`config.mk`:
```
export PLATFORM = sky130hd
export DESIGN_NAME = rp_core
export DESIGN_NICKNAME = d
export VERILOG_FILES = /design/src/hdl/rp_pkg.sv /design/src/hdl/sys_bus_decode.sv /design/src/hdl/hk_regs.sv /design/src/hdl/adc_frontend.sv /design/src/hdl/analog_chan.sv /design/src/hdl/dac_backend.sv /design/src/hdl/pdm_gen.sv /design/src/hdl/rp_core.sv
export VERILOG_INCLUDE_DIRS = /design/src /design/src/include
export SDC_FILE = /design/constraint.sdc
export NUM_CORES = 1
export LEC_CHECK = 0
export ABC_CLOCK_PERIOD_IN_PS = 4900
export BUFFER_PORTS_ARGS = -buffer_cell sky130_fd_sc_hd__buf_2
export CAP_MARGIN = 5
export CORE_ASPECT_RATIO = 1.25
export CORE_MARGIN = 3
export CORE_UTILIZATION = 55
export CTS_CLUSTER_DIAMETER = 30
export DETAILED_ROUTE_END_ITERATION = 10
export PLACE_DENSITY = 0.78
export SYNTH_ARGS = -nofsm -noshare
export SYNTH_HDL_FRONTEND = slang
export SYNTH_SLANG_ARGS = --single-unit
```
`constraint.sdc`:
```
create_clock -name adc_clk -period 4.9 [get_ports adc_clk]
set_clock_uncertainty 0.05 [all_clocks]
set_input_delay 0.98 -clock adc_clk [delete_from_list [all_inputs] [get_ports adc_clk]]
set_output_delay 0.98 -clock adc_clk [all_outputs]
set_load 0.05 [all_outputs]
```
`src/include/rp_defs.svh`:
```
`ifndef RP_DEFS_SVH
`define RP_DEFS_SVH

//////////////////////////////////////////////////
// datapath widths

`define RP_SMP_W     14             // adc and dac sample width
`define RP_N_CHN     2              // analog channels
`define RP_PDM_CHN   4              // pdm outputs
`define RP_PDM_W     8              // pdm level width
`define RP_LED_W     8
`define RP_MID_CODE  14'h1FFF       // neg-slope code of a zero sample

//////////////////////////////////////////////////
// system bus

`define RP_SYS_W     32             // address and data width
`define RP_REG_MSB   22             // region field, 1 MB each
`define RP_REG_LSB   20
`define RP_N_REGION  8

// housekeeping byte offsets
`define RP_REG_ID       8'h00
`define RP_REG_LOOP     8'h04
`define RP_REG_LED      8'h08
`define RP_REG_LEVEL_A  8'h10
`define RP_REG_LEVEL_B  8'h14
`define RP_REG_PDM0     8'h20
`define RP_REG_PDM1     8'h24
`define RP_REG_PDM2     8'h28
`define RP_REG_PDM3     8'h2C

`define RP_HK_ID     32'hA1DA_0002  // board id, read only

`endif

```
`src/hdl/rp_pkg.sv`:
```
`include "rp_defs.svh"

package rp_pkg;

  // two's complement sample
  typedef logic signed [`RP_SMP_W-1:0] smp_t;

  // one request per cycle, enables are pulses
  typedef struct packed {
    logic [`RP_SYS_W-1:0] addr;
    logic [`RP_SYS_W-1:0] wdata;
    logic                 wen;
    logic                 ren;
  } sys_req_t;

  typedef struct packed {
    logic [`RP_SYS_W-1:0] rdata;
    logic                 ack;   // one cycle after request
    logic                 err;
  } sys_rsp_t;

  // settings from housekeeping into the datapath
  typedef struct packed {
    logic                                    loop;   // digital loopback
    smp_t [`RP_N_CHN-1:0]                    level;  // dc level per channel
    logic [`RP_PDM_CHN-1:0][`RP_PDM_W-1:0]   pdm;
  } hk_cfg_t;

  typedef enum logic [`RP_REG_MSB-`RP_REG_LSB:0] {
    REGION_HK = 3'd0,
    REGION_SCOPE,
    REGION_ASG,
    REGION_PID,
    REGION_AMS,
    REGION_SPARE5,
    REGION_SPARE6,
    REGION_SPARE7
  } sys_region_e;

  typedef enum logic [7:0] {
    REG_ID      = `RP_REG_ID,
    REG_LOOP    = `RP_REG_LOOP,
    REG_LED     = `RP_REG_LED,
    REG_LEVEL_A = `RP_REG_LEVEL_A,
    REG_LEVEL_B = `RP_REG_LEVEL_B,
    REG_PDM0    = `RP_REG_PDM0,
    REG_PDM1    = `RP_REG_PDM1,
    REG_PDM2    = `RP_REG_PDM2,
    REG_PDM3    = `RP_REG_PDM3
  } hk_reg_e;

endpackage

```
`src/hdl/sys_bus_decode.sv`:
```
`include "rp_defs.svh"

module sys_bus_decode (
  input  logic             adc_clk,
  input  logic             rst_i,
  input  rp_pkg::sys_req_t sys_req_i,  // from bus master
  output rp_pkg::sys_rsp_t sys_rsp_o,
  output rp_pkg::sys_req_t hk_req_o,   // region 0 only
  input  rp_pkg::sys_rsp_t hk_rsp_i
);

  rp_pkg::sys_region_e     region;
  rp_pkg::sys_region_e     region_q;     // region of the pending request
  logic [`RP_N_REGION-1:0] region_cs;    // one-hot chip select
  logic                    req;
  logic                    spare_ack_q;  // answer of unused regions

  assign region    = rp_pkg::sys_region_e'(sys_req_i.addr[`RP_REG_MSB:`RP_REG_LSB]);
  assign region_cs = {{(`RP_N_REGION-1){1'b0}}, 1'b1} << region;
  assign req       = sys_req_i.wen | sys_req_i.ren;

  // forward address and data, enables only for housekeeping
  always_comb
  begin
    hk_req_o     = sys_req_i;
    hk_req_o.wen = sys_req_i.wen & region_cs[rp_pkg::REGION_HK];
    hk_req_o.ren = sys_req_i.ren & region_cs[rp_pkg::REGION_HK];
  end

  always_ff @(posedge adc_clk)
  begin
    if (rst_i)
    begin
      region_q    <= rp_pkg::REGION_HK;
      spare_ack_q <= 1'b0;
    end
    else
    begin
      if (req)
        region_q <= region;                                  // hold until next request
      spare_ack_q <= req & (|region_cs[`RP_N_REGION-1:1]);   // empty regions ack at once
    end
  end

  //////////////////////////////////////////////////
  // response mux, selected by registered region

  always_comb
  begin
    if (region_q == rp_pkg::REGION_HK)
      sys_rsp_o = hk_rsp_i;
    else
    begin
      sys_rsp_o.rdata = '0;          // unused space reads zero
      sys_rsp_o.ack   = spare_ack_q;
      sys_rsp_o.err   = 1'b0;        // and never errors
    end
  end

endmodule

```
`src/hdl/hk_regs.sv`:
```
`include "rp_defs.svh"

module hk_regs (
  input  logic                 adc_clk,
  input  logic                 rst_i,
  input  rp_pkg::sys_req_t     req_i,
  output rp_pkg::sys_rsp_t     rsp_o,
  output rp_pkg::hk_cfg_t      cfg_o,
  output logic [`RP_LED_W-1:0] led_o
);

  rp_pkg::hk_reg_e      offs;
  logic                 page_ok;   // upper offset bits clear
  logic                 known;     // offset hits a register
  logic [`RP_SYS_W-1:0] rdata_d;
  logic [`RP_SYS_W-1:0] rdata_q;
  logic                 ack_q;
  logic                 err_q;
  rp_pkg::hk_cfg_t      cfg_q;
  logic [`RP_LED_W-1:0] led_q;

  assign offs    = rp_pkg::hk_reg_e'(req_i.addr[7:0]);
  assign page_ok = (req_i.addr[`RP_REG_LSB-1:8] == '0);

  //////////////////////////////////////////////////
  // writes, full word only

  always_ff @(posedge adc_clk)
  begin
    if (rst_i)
    begin
      cfg_q <= '0;   // loopback off, levels zero
      led_q <= '0;
    end
    else if (req_i.wen && page_ok)
    begin
      case (offs)
        rp_pkg::REG_LOOP:    cfg_q.loop     <= req_i.wdata[0];
        rp_pkg::REG_LED:     led_q          <= req_i.wdata[`RP_LED_W-1:0];
        rp_pkg::REG_LEVEL_A: cfg_q.level[0] <= req_i.wdata[`RP_SMP_W-1:0];
        rp_pkg::REG_LEVEL_B: cfg_q.level[1] <= req_i.wdata[`RP_SMP_W-1:0];
        rp_pkg::REG_PDM0:    cfg_q.pdm[0]   <= req_i.wdata[`RP_PDM_W-1:0];
        rp_pkg::REG_PDM1:    cfg_q.pdm[1]   <= req_i.wdata[`RP_PDM_W-1:0];
        rp_pkg::REG_PDM2:    cfg_q.pdm[2]   <= req_i.wdata[`RP_PDM_W-1:0];
        rp_pkg::REG_PDM3:    cfg_q.pdm[3]   <= req_i.wdata[`RP_PDM_W-1:0];
        default: ;                       // id is read only
      endcase
    end
  end

  //////////////////////////////////////////////////
  // read mux and offset check

  always_comb
  begin
    rdata_d = '0;
    known   = page_ok;
    case (offs)
      rp_pkg::REG_ID:      rdata_d = `RP_HK_ID;
      rp_pkg::REG_LOOP:    rdata_d[0] = cfg_q.loop;
      rp_pkg::REG_LED:     rdata_d[`RP_LED_W-1:0] = led_q;
      rp_pkg::REG_LEVEL_A: rdata_d = `RP_SYS_W'(cfg_q.level[0]);   // sign extended
      rp_pkg::REG_LEVEL_B: rdata_d = `RP_SYS_W'(cfg_q.level[1]);
      rp_pkg::REG_PDM0:    rdata_d[`RP_PDM_W-1:0] = cfg_q.pdm[0];
      rp_pkg::REG_PDM1:    rdata_d[`RP_PDM_W-1:0] = cfg_q.pdm[1];
      rp_pkg::REG_PDM2:    rdata_d[`RP_PDM_W-1:0] = cfg_q.pdm[2];
      rp_pkg::REG_PDM3:    rdata_d[`RP_PDM_W-1:0] = cfg_q.pdm[3];
      default:             known = 1'b0;
    endcase
  end

  // ack one cycle after any request
  always_ff @(posedge adc_clk)
  begin
    if (rst_i)
    begin
      ack_q <= 1'b0;
      err_q <= 1'b0;
    end
    else
    begin
      ack_q <= req_i.wen | req_i.ren;
      err_q <= (req_i.wen | req_i.ren) & ~known;   // bad offset
    end
  end

  always_ff @(posedge adc_clk)
  begin
    rdata_q <= (req_i.ren && known) ? rdata_d : '0;
  end

  assign rsp_o = '{rdata: rdata_q, ack: ack_q, err: err_q};
  assign cfg_o = cfg_q;
  assign led_o = led_q;

endmodule

```
`src/hdl/adc_frontend.sv`:
```
`include "rp_defs.svh"

module adc_frontend (
  input  logic                                adc_clk,
  input  logic                                rst_i,
  input  logic [`RP_N_CHN-1:0][`RP_SMP_W-1:0] adc_raw_i,  // unsigned, neg slope
  input  logic                                loop_i,
  input  rp_pkg::smp_t [`RP_N_CHN-1:0]        dac_smp_i,  // loopback source
  output rp_pkg::smp_t [`RP_N_CHN-1:0]        adc_smp_o
);

  logic [`RP_N_CHN-1:0][`RP_SMP_W-1:0] raw_q;   // input capture

  always_ff @(posedge adc_clk)
  begin
    if (rst_i)
      raw_q <= {`RP_N_CHN{`RP_MID_CODE}};   // mid code, zero sample
    else
      raw_q <= adc_raw_i;
  end

  // keep msb, invert the rest, then pick loopback
  always_comb
  begin
    for (int i = 0; i < `RP_N_CHN; i++)
    begin
      if (loop_i)
        adc_smp_o[i] = dac_smp_i[i];
      else
        adc_smp_o[i] = {raw_q[i][`RP_SMP_W-1], ~raw_q[i][`RP_SMP_W-2:0]};
    end
  end

endmodule

```
`src/hdl/analog_chan.sv`:
```
`include "rp_defs.svh"

module analog_chan (
  input  logic         adc_clk,
  input  logic         rst_i,
  input  rp_pkg::smp_t adc_smp_i,
  input  rp_pkg::smp_t level_i,    // programmable dc level
  output rp_pkg::smp_t dac_smp_o
);

  logic signed [`RP_SMP_W:0] sum;   // one guard bit
  rp_pkg::smp_t              sat;
  rp_pkg::smp_t              smp_q;

  assign sum = adc_smp_i + level_i;

  // guard and msb differ -> overflow, clamp to the rail of the sign
  always_comb
  begin
    if (sum[`RP_SMP_W] != sum[`RP_SMP_W-1])
      sat = {sum[`RP_SMP_W], {(`RP_SMP_W-1){~sum[`RP_SMP_W]}}};
    else
      sat = sum[`RP_SMP_W-1:0];
  end

  always_ff @(posedge adc_clk)
  begin
    if (rst_i)
      smp_q <= '0;
    else
      smp_q <= sat;
  end

  assign dac_smp_o = smp_q;

endmodule

```
`src/hdl/dac_backend.sv`:
```
`include "rp_defs.svh"

module dac_backend (
  input  logic                                adc_clk,
  input  logic                                rst_i,
  input  rp_pkg::smp_t [`RP_N_CHN-1:0]        dac_smp_i,
  output logic [`RP_N_CHN-1:0][`RP_SMP_W-1:0] dac_dat_o   // unsigned, neg slope
);

  logic [`RP_N_CHN-1:0][`RP_SMP_W-1:0] code;

  // signed to neg-slope code, same mapping as the adc side
  always_comb
  begin
    for (int i = 0; i < `RP_N_CHN; i++)
    begin
      code[i] = {dac_smp_i[i][`RP_SMP_W-1], ~dac_smp_i[i][`RP_SMP_W-2:0]};
    end
  end

  //////////////////////////////////////////////////
  // output registers, one port per channel

  always_ff @(posedge adc_clk)
  begin
    if (rst_i)
      dac_dat_o <= {`RP_N_CHN{`RP_MID_CODE}};   // zero output
    else
      dac_dat_o <= code;
  end

endmodule

```
`src/hdl/pdm_gen.sv`:
```
`include "rp_defs.svh"

module pdm_gen (
  input  logic                                  adc_clk,
  input  logic                                  rst_i,
  input  logic [`RP_PDM_CHN-1:0][`RP_PDM_W-1:0] level_i,
  output logic [`RP_PDM_CHN-1:0]                pdm_o
);

  logic [`RP_PDM_CHN-1:0][`RP_PDM_W-1:0] acc_q;
  logic [`RP_PDM_CHN-1:0][`RP_PDM_W:0]   acc_sum;   // carry on top
  logic [`RP_PDM_CHN-1:0]                pdm_q;

  // first order modulator, carry rate = level / 256
  always_comb
  begin
    for (int i = 0; i < `RP_PDM_CHN; i++)
    begin
      acc_sum[i] = {1'b0, acc_q[i]} + {1'b0, level_i[i]};
    end
  end

  always_ff @(posedge adc_clk)
  begin
    if (rst_i)
    begin
      acc_q <= '0;
      pdm_q <= '0;
    end
    else
    begin
      for (int i = 0; i < `RP_PDM_CHN; i++)
      begin
        acc_q[i] <= acc_sum[i][`RP_PDM_W-1:0];   // wraps mod 256
        pdm_q[i] <= acc_sum[i][`RP_PDM_W];       // carry out
      end
    end
  end

  assign pdm_o = pdm_q;

endmodule

```
`src/hdl/rp_core.sv`:
```
`include "rp_defs.svh"

module rp_core (
  input  logic                                adc_clk,
  input  logic                                rst_i,
  input  logic [`RP_N_CHN-1:0][`RP_SMP_W-1:0] adc_dat_i,
  output logic [`RP_N_CHN-1:0][`RP_SMP_W-1:0] dac_dat_o,
  output logic [`RP_PDM_CHN-1:0]              dac_pwm_o,   // 1-bit pdm dacs
  output logic [`RP_LED_W-1:0]                led_o,
  input  rp_pkg::sys_req_t                    sys_req_i,
  output rp_pkg::sys_rsp_t                    sys_rsp_o
);

  rp_pkg::sys_req_t             hk_req;
  rp_pkg::sys_rsp_t             hk_rsp;
  rp_pkg::hk_cfg_t              cfg;       // loopback, levels, pdm
  rp_pkg::smp_t [`RP_N_CHN-1:0] adc_smp;   // two's complement in
  rp_pkg::smp_t [`RP_N_CHN-1:0] dac_smp;   // saturated out

  //////////////////////////////////////////////////
  // system bus and housekeeping

  sys_bus_decode u_bus_decode (
    .adc_clk   (adc_clk),
    .rst_i     (rst_i),
    .sys_req_i (sys_req_i),
    .sys_rsp_o (sys_rsp_o),
    .hk_req_o  (hk_req),
    .hk_rsp_i  (hk_rsp)
  );

  hk_regs u_hk (
    .adc_clk (adc_clk),
    .rst_i   (rst_i),
    .req_i   (hk_req),
    .rsp_o   (hk_rsp),
    .cfg_o   (cfg),
    .led_o   (led_o)
  );

  //////////////////////////////////////////////////
  // analog path, adc -> channels -> dac

  adc_frontend u_adc (
    .adc_clk   (adc_clk),
    .rst_i     (rst_i),
    .adc_raw_i (adc_dat_i),
    .loop_i    (cfg.loop),
    .dac_smp_i (dac_smp),   // loopback
    .adc_smp_o (adc_smp)
  );

  for (genvar i = 0; i < `RP_N_CHN; i++)
  begin : g_chan
    analog_chan u_chan (
      .adc_clk   (adc_clk),
      .rst_i     (rst_i),
      .adc_smp_i (adc_smp[i]),
      .level_i   (cfg.level[i]),
      .dac_smp_o (dac_smp[i])
    );
  end

  dac_backend u_dac (
    .adc_clk   (adc_clk),
    .rst_i     (rst_i),
    .dac_smp_i (dac_smp),
    .dac_dat_o (dac_dat_o)
  );

  // slow analog outputs
  pdm_gen u_pdm (
    .adc_clk (adc_clk),
    .rst_i   (rst_i),
    .level_i (cfg.pdm),
    .pdm_o   (dac_pwm_o)
  );

endmodule

```
Word level (Yosys, flattened, before mapping)
Index checks and enable logic that the tools add are counted.
{ "totals": {"reg_bits": 227, "inputBits": 96, "output_inout_bits": 74, "wordCells": 78} }
{ "op_classes": {"n_addsub": 6, "n_eq_ne": 10, "shift": 1, "mux": 9, "bitwise_logic": 13, "reduce_logical": 15} }
{ "ops": {"columns": ["op", "count"], "rows": [
  ["$pmux 24 s3", 1],
  ["$mux 14", 4],
  ["$pmux 7 s8", 1],
  ["$not 13->13", 4],
  ["$add 8x8->9", 4],
  ["$mux 34", 1],
  ["$eq 8x6->1 const B", 4],
  ["$add 14x14->15", 2],
  ["$eq 8x5->1 const B", 2],
  ["$reduce_and 2->1", 8],
  ["$logic_not 12->1", 1],
  ["$reduce_or 9->1", 1],
  ["$eq 8x3->1 const B", 1],
  ["$eq 8x4->1 const B", 1],
  ["$logic_not 8->1", 1],
  ["$pmux 1 s8", 1],
  ["$shl 1x3->8 const A", 1],
  ["$reduce_or 7->1", 1],
  ["$and 1x1->1", 4],
  ["$logic_not 3->1", 1],
  ["$not 1->1", 3],
  ["$logic_and 1x1->1", 2],
  ["$ne 1x1->1", 2],
  ["$or 1x1->1", 2],
  ["$mux 1", 1]
]} }

Logic depth before layout (Yosys ltp)
{ "depth": {"ltp_word": 5, "mapped_depth": 15, "mapped_depth_nobuf": 12} }

Hierarchy
From an unflattened synthesis, not the netlist that was laid out.
{ "hier_totals": {"cells_unflattened": 1285, "hier_area_um2": 11429.7} }
{ "by_module_without_submodules": {"columns": ["mod", "instances", "cells_each", "area_per_inst_um2", "seq_area_each_um2"], "rows": [
  ["hk_regs", 1, 484, 4110.2, 1721.7],
  ["pdm_gen", 1, 243, 2288.4, 720.7],
  ["analog_chan", 2, 131, 1129.8, 280.3],
  ["adc_frontend", 1, 118, 1084.8, 560.5],
  ["sys_bus_decode", 1, 120, 928.4, 80.1],
  ["dac_backend", 1, 58, 758.2, 560.5]
]} }

Worst setup path after synthesis
OpenSTA, ideal clock, no wires.
{ "synth_path": {"kind": "flip-flop to flip-flop", "from": "register u_hk.cfg_q (netlist bit u_hk.cfg_o[60])", "to": "register g_chan[0].u_chan.smp_q[12]", "setup_time_ps": 86, "t_arrival_ps": 3451, "required_ps": 4764, "path_slack_ps": 1313, "stages_incl_launch_ff": 15, "path_buffers": 3, "period_less_slack_ps": 3587, "cell_sequence": "dfxtp_1 buf_1 clkbuf_1 mux2i_1 ha_1 inv_1 fa_1 nor2b_1 o211ai_1 a31oi_2 nor2_1 o21a_1 buf_6 maj3_2 a221oi_2"} }
{ "synth_between": {"elab_chain_len": 4, "word_cells_on_any_way": 5, "cone_classes": "1 x add/sub; 1 x eq/ne; 2 x mux; 1 x bitwise"} }
{ "synth_lines": {"columns": ["item", "line", "source"], "rows": [
  ["from (decl)", "hk_regs.sv:19", "rp_pkg::hk_cfg_t cfg_q;"],
  ["$mux 14 *", "adc_frontend.sv:27", "if (loop_i)"],
  ["$add 14x14->15 *", "analog_chan.sv:15", "assign sum = adc_smp_i + level_i;"],
  ["$ne 1x1->1 or $not 1->1 (tied branches)", "analog_chan.sv:20, analog_chan.sv:21", null],
  ["$mux 14 *", "analog_chan.sv:20", "if (sum[`RP_SMP_W] != sum[`RP_SMP_W-1])"],
  ["to (signal assigned)", "analog_chan.sv:31", "smp_q <= sat;"],
  ["to (decl)", "analog_chan.sv:13", "rp_pkg::smp_t smp_q;"]
]} }
Mark *: on every way between the ends. The rest lies on a longest branch, timed or not.
A chain may end at the register's enable or synchronous reset.

Final worst setup path
{ "layout_path": {"from": "register u_hk.cfg_q (netlist bit u_hk.cfg_o[60])", "to": "register g_chan[0].u_chan.smp_q[5]"} }
The elaborated chain is that of the path after synthesis.

==> impl_metrics.json <==
{
  "hold_class": "reg2reg",
  "h-tree-depth": 2,
  "p_seq_share_pct": 37.4,
  "yosys_warnings": 0,
  "async_flop_share_pct": 0,
  "antenna_left": 0,
  "dp.cells": 1412,
  "synth_edf_count": 0,
  "vias": 8243,
  "multi_input_area_mm2": 0.00526,
  "dieWidth_um": 127,
  "most-common-layout-cells": "dfxtp_1 (210), buf_2 (141), nor2_1 (92)",
  "overflow": 0,
  "cp-end-kind": "register",
  "fin_cells": 1479,
  "layout_commonest_cell": "dfxtp_1",
  "period_share_pct": 81.2,
  "gp_congestion": 0.871,
  "critPathMaxFanout": 29,
  "numCtsBuffers": 37,
  "report.final.slew_viol_count": 0,
  "clock-root-buffer": "clkbuf_16",
  "grt_max_degree": 138,
  "period_needed_ns": 3.98,
  "power.density_mw_per_mm2": 389,
  "fill_cells": 1374,
  "drive_gt1_share_pct": 21.9,
  "numClockSinks": 210,
  "io_buffers": 142,
  "ioPinCount": 170,
  "hold_viol_final": 0,
  "relSlewSlack_pct": 30.3,
  "num_rows": 54,
  "final-setup-viol-count": 0,
  "cap_viol_max_count": 0,
  "cts_tree": "yes",
  "postLayoutCoreUtil_pct": 68.6,
  "synth_top_area_cell": "dfxtp_1",
  "clkPwrFrac_pct": 57.4,
  "detail_route.iter0.violations": 721,
  "syn-num-nets": 1268,
  "post_cts_buffers": 0,
  "synthTopCellsByArea": "dfxtp_1 (42%), ha_1 (7.7%), mux2i_1 (6.6%)",
  "ys_seq_elements": 210,
  "switching_share_pct": 21.8,
  "ctsHoldBuffers": 0,
  "tightest_slew_ns": 1.04,
  "core_mm2": 0.0177,
  "grt_pass1_vias": 8166,
  "antenna_found_initial": 2,
  "die_area_mm2": 0.0200,
  "synth_cells": 1104,
  "cp.required_ns": 5.24,
  "place_hpwl_um": 16900,
  "cts_resized": 0,
  "p_int_mw": 3.69,
  "fmax_mhz": 251,
  "synthFlopType": "dfxtp_1",
  "synth.avg_cell_area_um2": 9.12,
  "initial_core_util_pct": 56.8,
  "start_kind": "register",
  "routedWlPerCell_um": 16.4,
  "netlist_area_mm2": 0.0101,
  "via_per_inst": 5.57,
  "wl_um": 24200,
  "die_height_um": 157,
  "seq_area_mm2": 0.00420,
  "switchingPower_mw": 1.03,
  "status": "finished clean",
  "grt_pass1_wl_um": 39200,
  "leakagePower_nw": 5.10,
  "clk_pin_slew_ns": 0.05,
  "cts_max_path_buffers": 3,
  "layout.nets": 1391,
  "rsz0062_at_grt": "no",
  "setup_tns_ns": 0,
  "synth-seq-area-share_pct": 41.8,
  "drc": 0,
  "insertion_delay_ns": 0.50,
  "synth_cell_types": 61,
  "synth_top_area_share_pct": 41.8,
  "reg2reg_slack_ns": 0.92,
  "syn2layout_area_growth_pct": 20.7,
  "arrival_ns": 4.32,
  "drt_pass1_iterations": 7,
  "power_frac_comb_pct": 5.2,
  "path_class": "reg2reg",
  "grt_use_total_pct": 24.1,
  "ir_drop_mv": 0.301
}
[metal layers]
metal / track usage [%] / up-vias / routed length, um
li1: - / 4044 / -
met4: 10.7 / 2 / 952
met2: 42.2 / 284 / 11900
met1: 28.9 / 3839 / 9770
met5: 0 / - / 16
met3: 4.38 / 74 / 1640
[cell type report]
cell class / count / area share (%)
Antenna cell: 1 / 0.0206
Clock buffer: 45 / 8.71
Clock inverter: 21 / 2.36
Inverter: 67 / 2.07
Multi-Input combinational cell: 758 / 43.3
Sequential cell: 210 / 34.6
Tap cell: 224 / 2.31
Timing Repair Buffer: 153 / 6.65
[cell families (layout without fill, tap and decap cells)]
family,Yosys count,count (layout),share of synthesized area (%)
AOI/OAI and AO/OA,237,237,16.1
muxes,71,71,7.12
buffers and inverters,136,286,6.04
adders and majority gates,73,73,9.46
xor gates and xnor gates,31,31,2.70
other,0,1,0
and+or+nand+nor,346,346,16.8
DFF,210,210,41.8
[power by group through the flow]
| stage | Clock [mW] | Sequential (mW) | Combinational [mW] |
|---|---|---|---|
| floorplan | 0 | 1.83 | 0.129 |
| global route | 2.84 | 1.77 | 0.268 |
| CTS | 2.75 | 1.76 | 0.246 |
| global placement | 0 | 1.80 | 0.239 |
| finish | 2.71 | 1.76 | 0.246 |
| detailed placement | 0 | 1.80 | 0.243 |
[critical path, cell delays in order, from the launching register on]
cell and delay (ns):
dfxtp_1 0.75, buf_4 0.35, mux2i_1 0.21, ha_1 0.32, a21oi_1 0.20, o21ai_0 0.14, nor2_1 0.18, o21a_1 0.80
a21oi_1 0.28, buf_4 0.29, a221oi_1 0.30
[worst paths after layout]
| check | cells past startpoint | startpoint | end |
|---|---|---|---|
| worst max-delay path | 10 | u_hk.cfg_o[60]$_SDFFE_PP0P_ | g_chan[0].u_chan.dac_smp_o[5]$_SDFF_PP0_ |
| worst min register to register | 1 | g_chan[1].u_chan.dac_smp_o[7]$_SDFF_PP0_ | u_dac.dac_dat_o[21]$_SDFF_PP1_ |
| worst min-delay path | 1 | g_chan[1].u_chan.dac_smp_o[7]$_SDFF_PP0_ | u_dac.dac_dat_o[21]$_SDFF_PP1_ |
| worst max register to register | 10 | u_hk.cfg_o[60]$_SDFFE_PP0P_ | g_chan[0].u_chan.dac_smp_o[5]$_SDFF_PP0_ |
[registers in the layout, indices dropped and copies added (netlist names)]
signal,count
u_hk.cfg_o,61
u_hk.led_o,8
u_pdm.pdm_o,4
u_adc.raw_q,28
g_chan.u_chan.dac_smp_o,28
u_hk.err_q,1
u_bus_decode.spare_ack_q,1
u_dac.dac_dat_o,28
u_pdm.acc_q,32
u_bus_decode.region_q,3
u_hk.ack_q,1
u_hk.rdata_q,15
[metrics by stage]
stage | instance area, um2 | hold slack, ns | power, mW | worst slack (ns)
floorplan | 10100 | 0.317 | 1.96 | 1.31
global placement | 10800 | 0.324 | 2.04 | 1.14
detailed placement | 10800 | 0.331 | 2.04 | 1.04
CTS | 12100 | 0.343 | 4.76 | 0.934
global route | 12100 | 0.351 | 4.88 | 0.565
finish | 12100 | 0.338 | 4.72 | 0.922
[synthesized netlist by cell type, types with 26 or more instances]
cell type,n
dfxtp_1,210
nor2_1,92
nand2_1,90
a21oi_1,71
inv_1,67
mux2i_1,66
ha_1,62
o21ai_0,44
clkbuf_1,34
nand2b_1,32
nor3_1,27
or2_2,27
nor2b_1,26
Power figures use the tool's default switching activity.
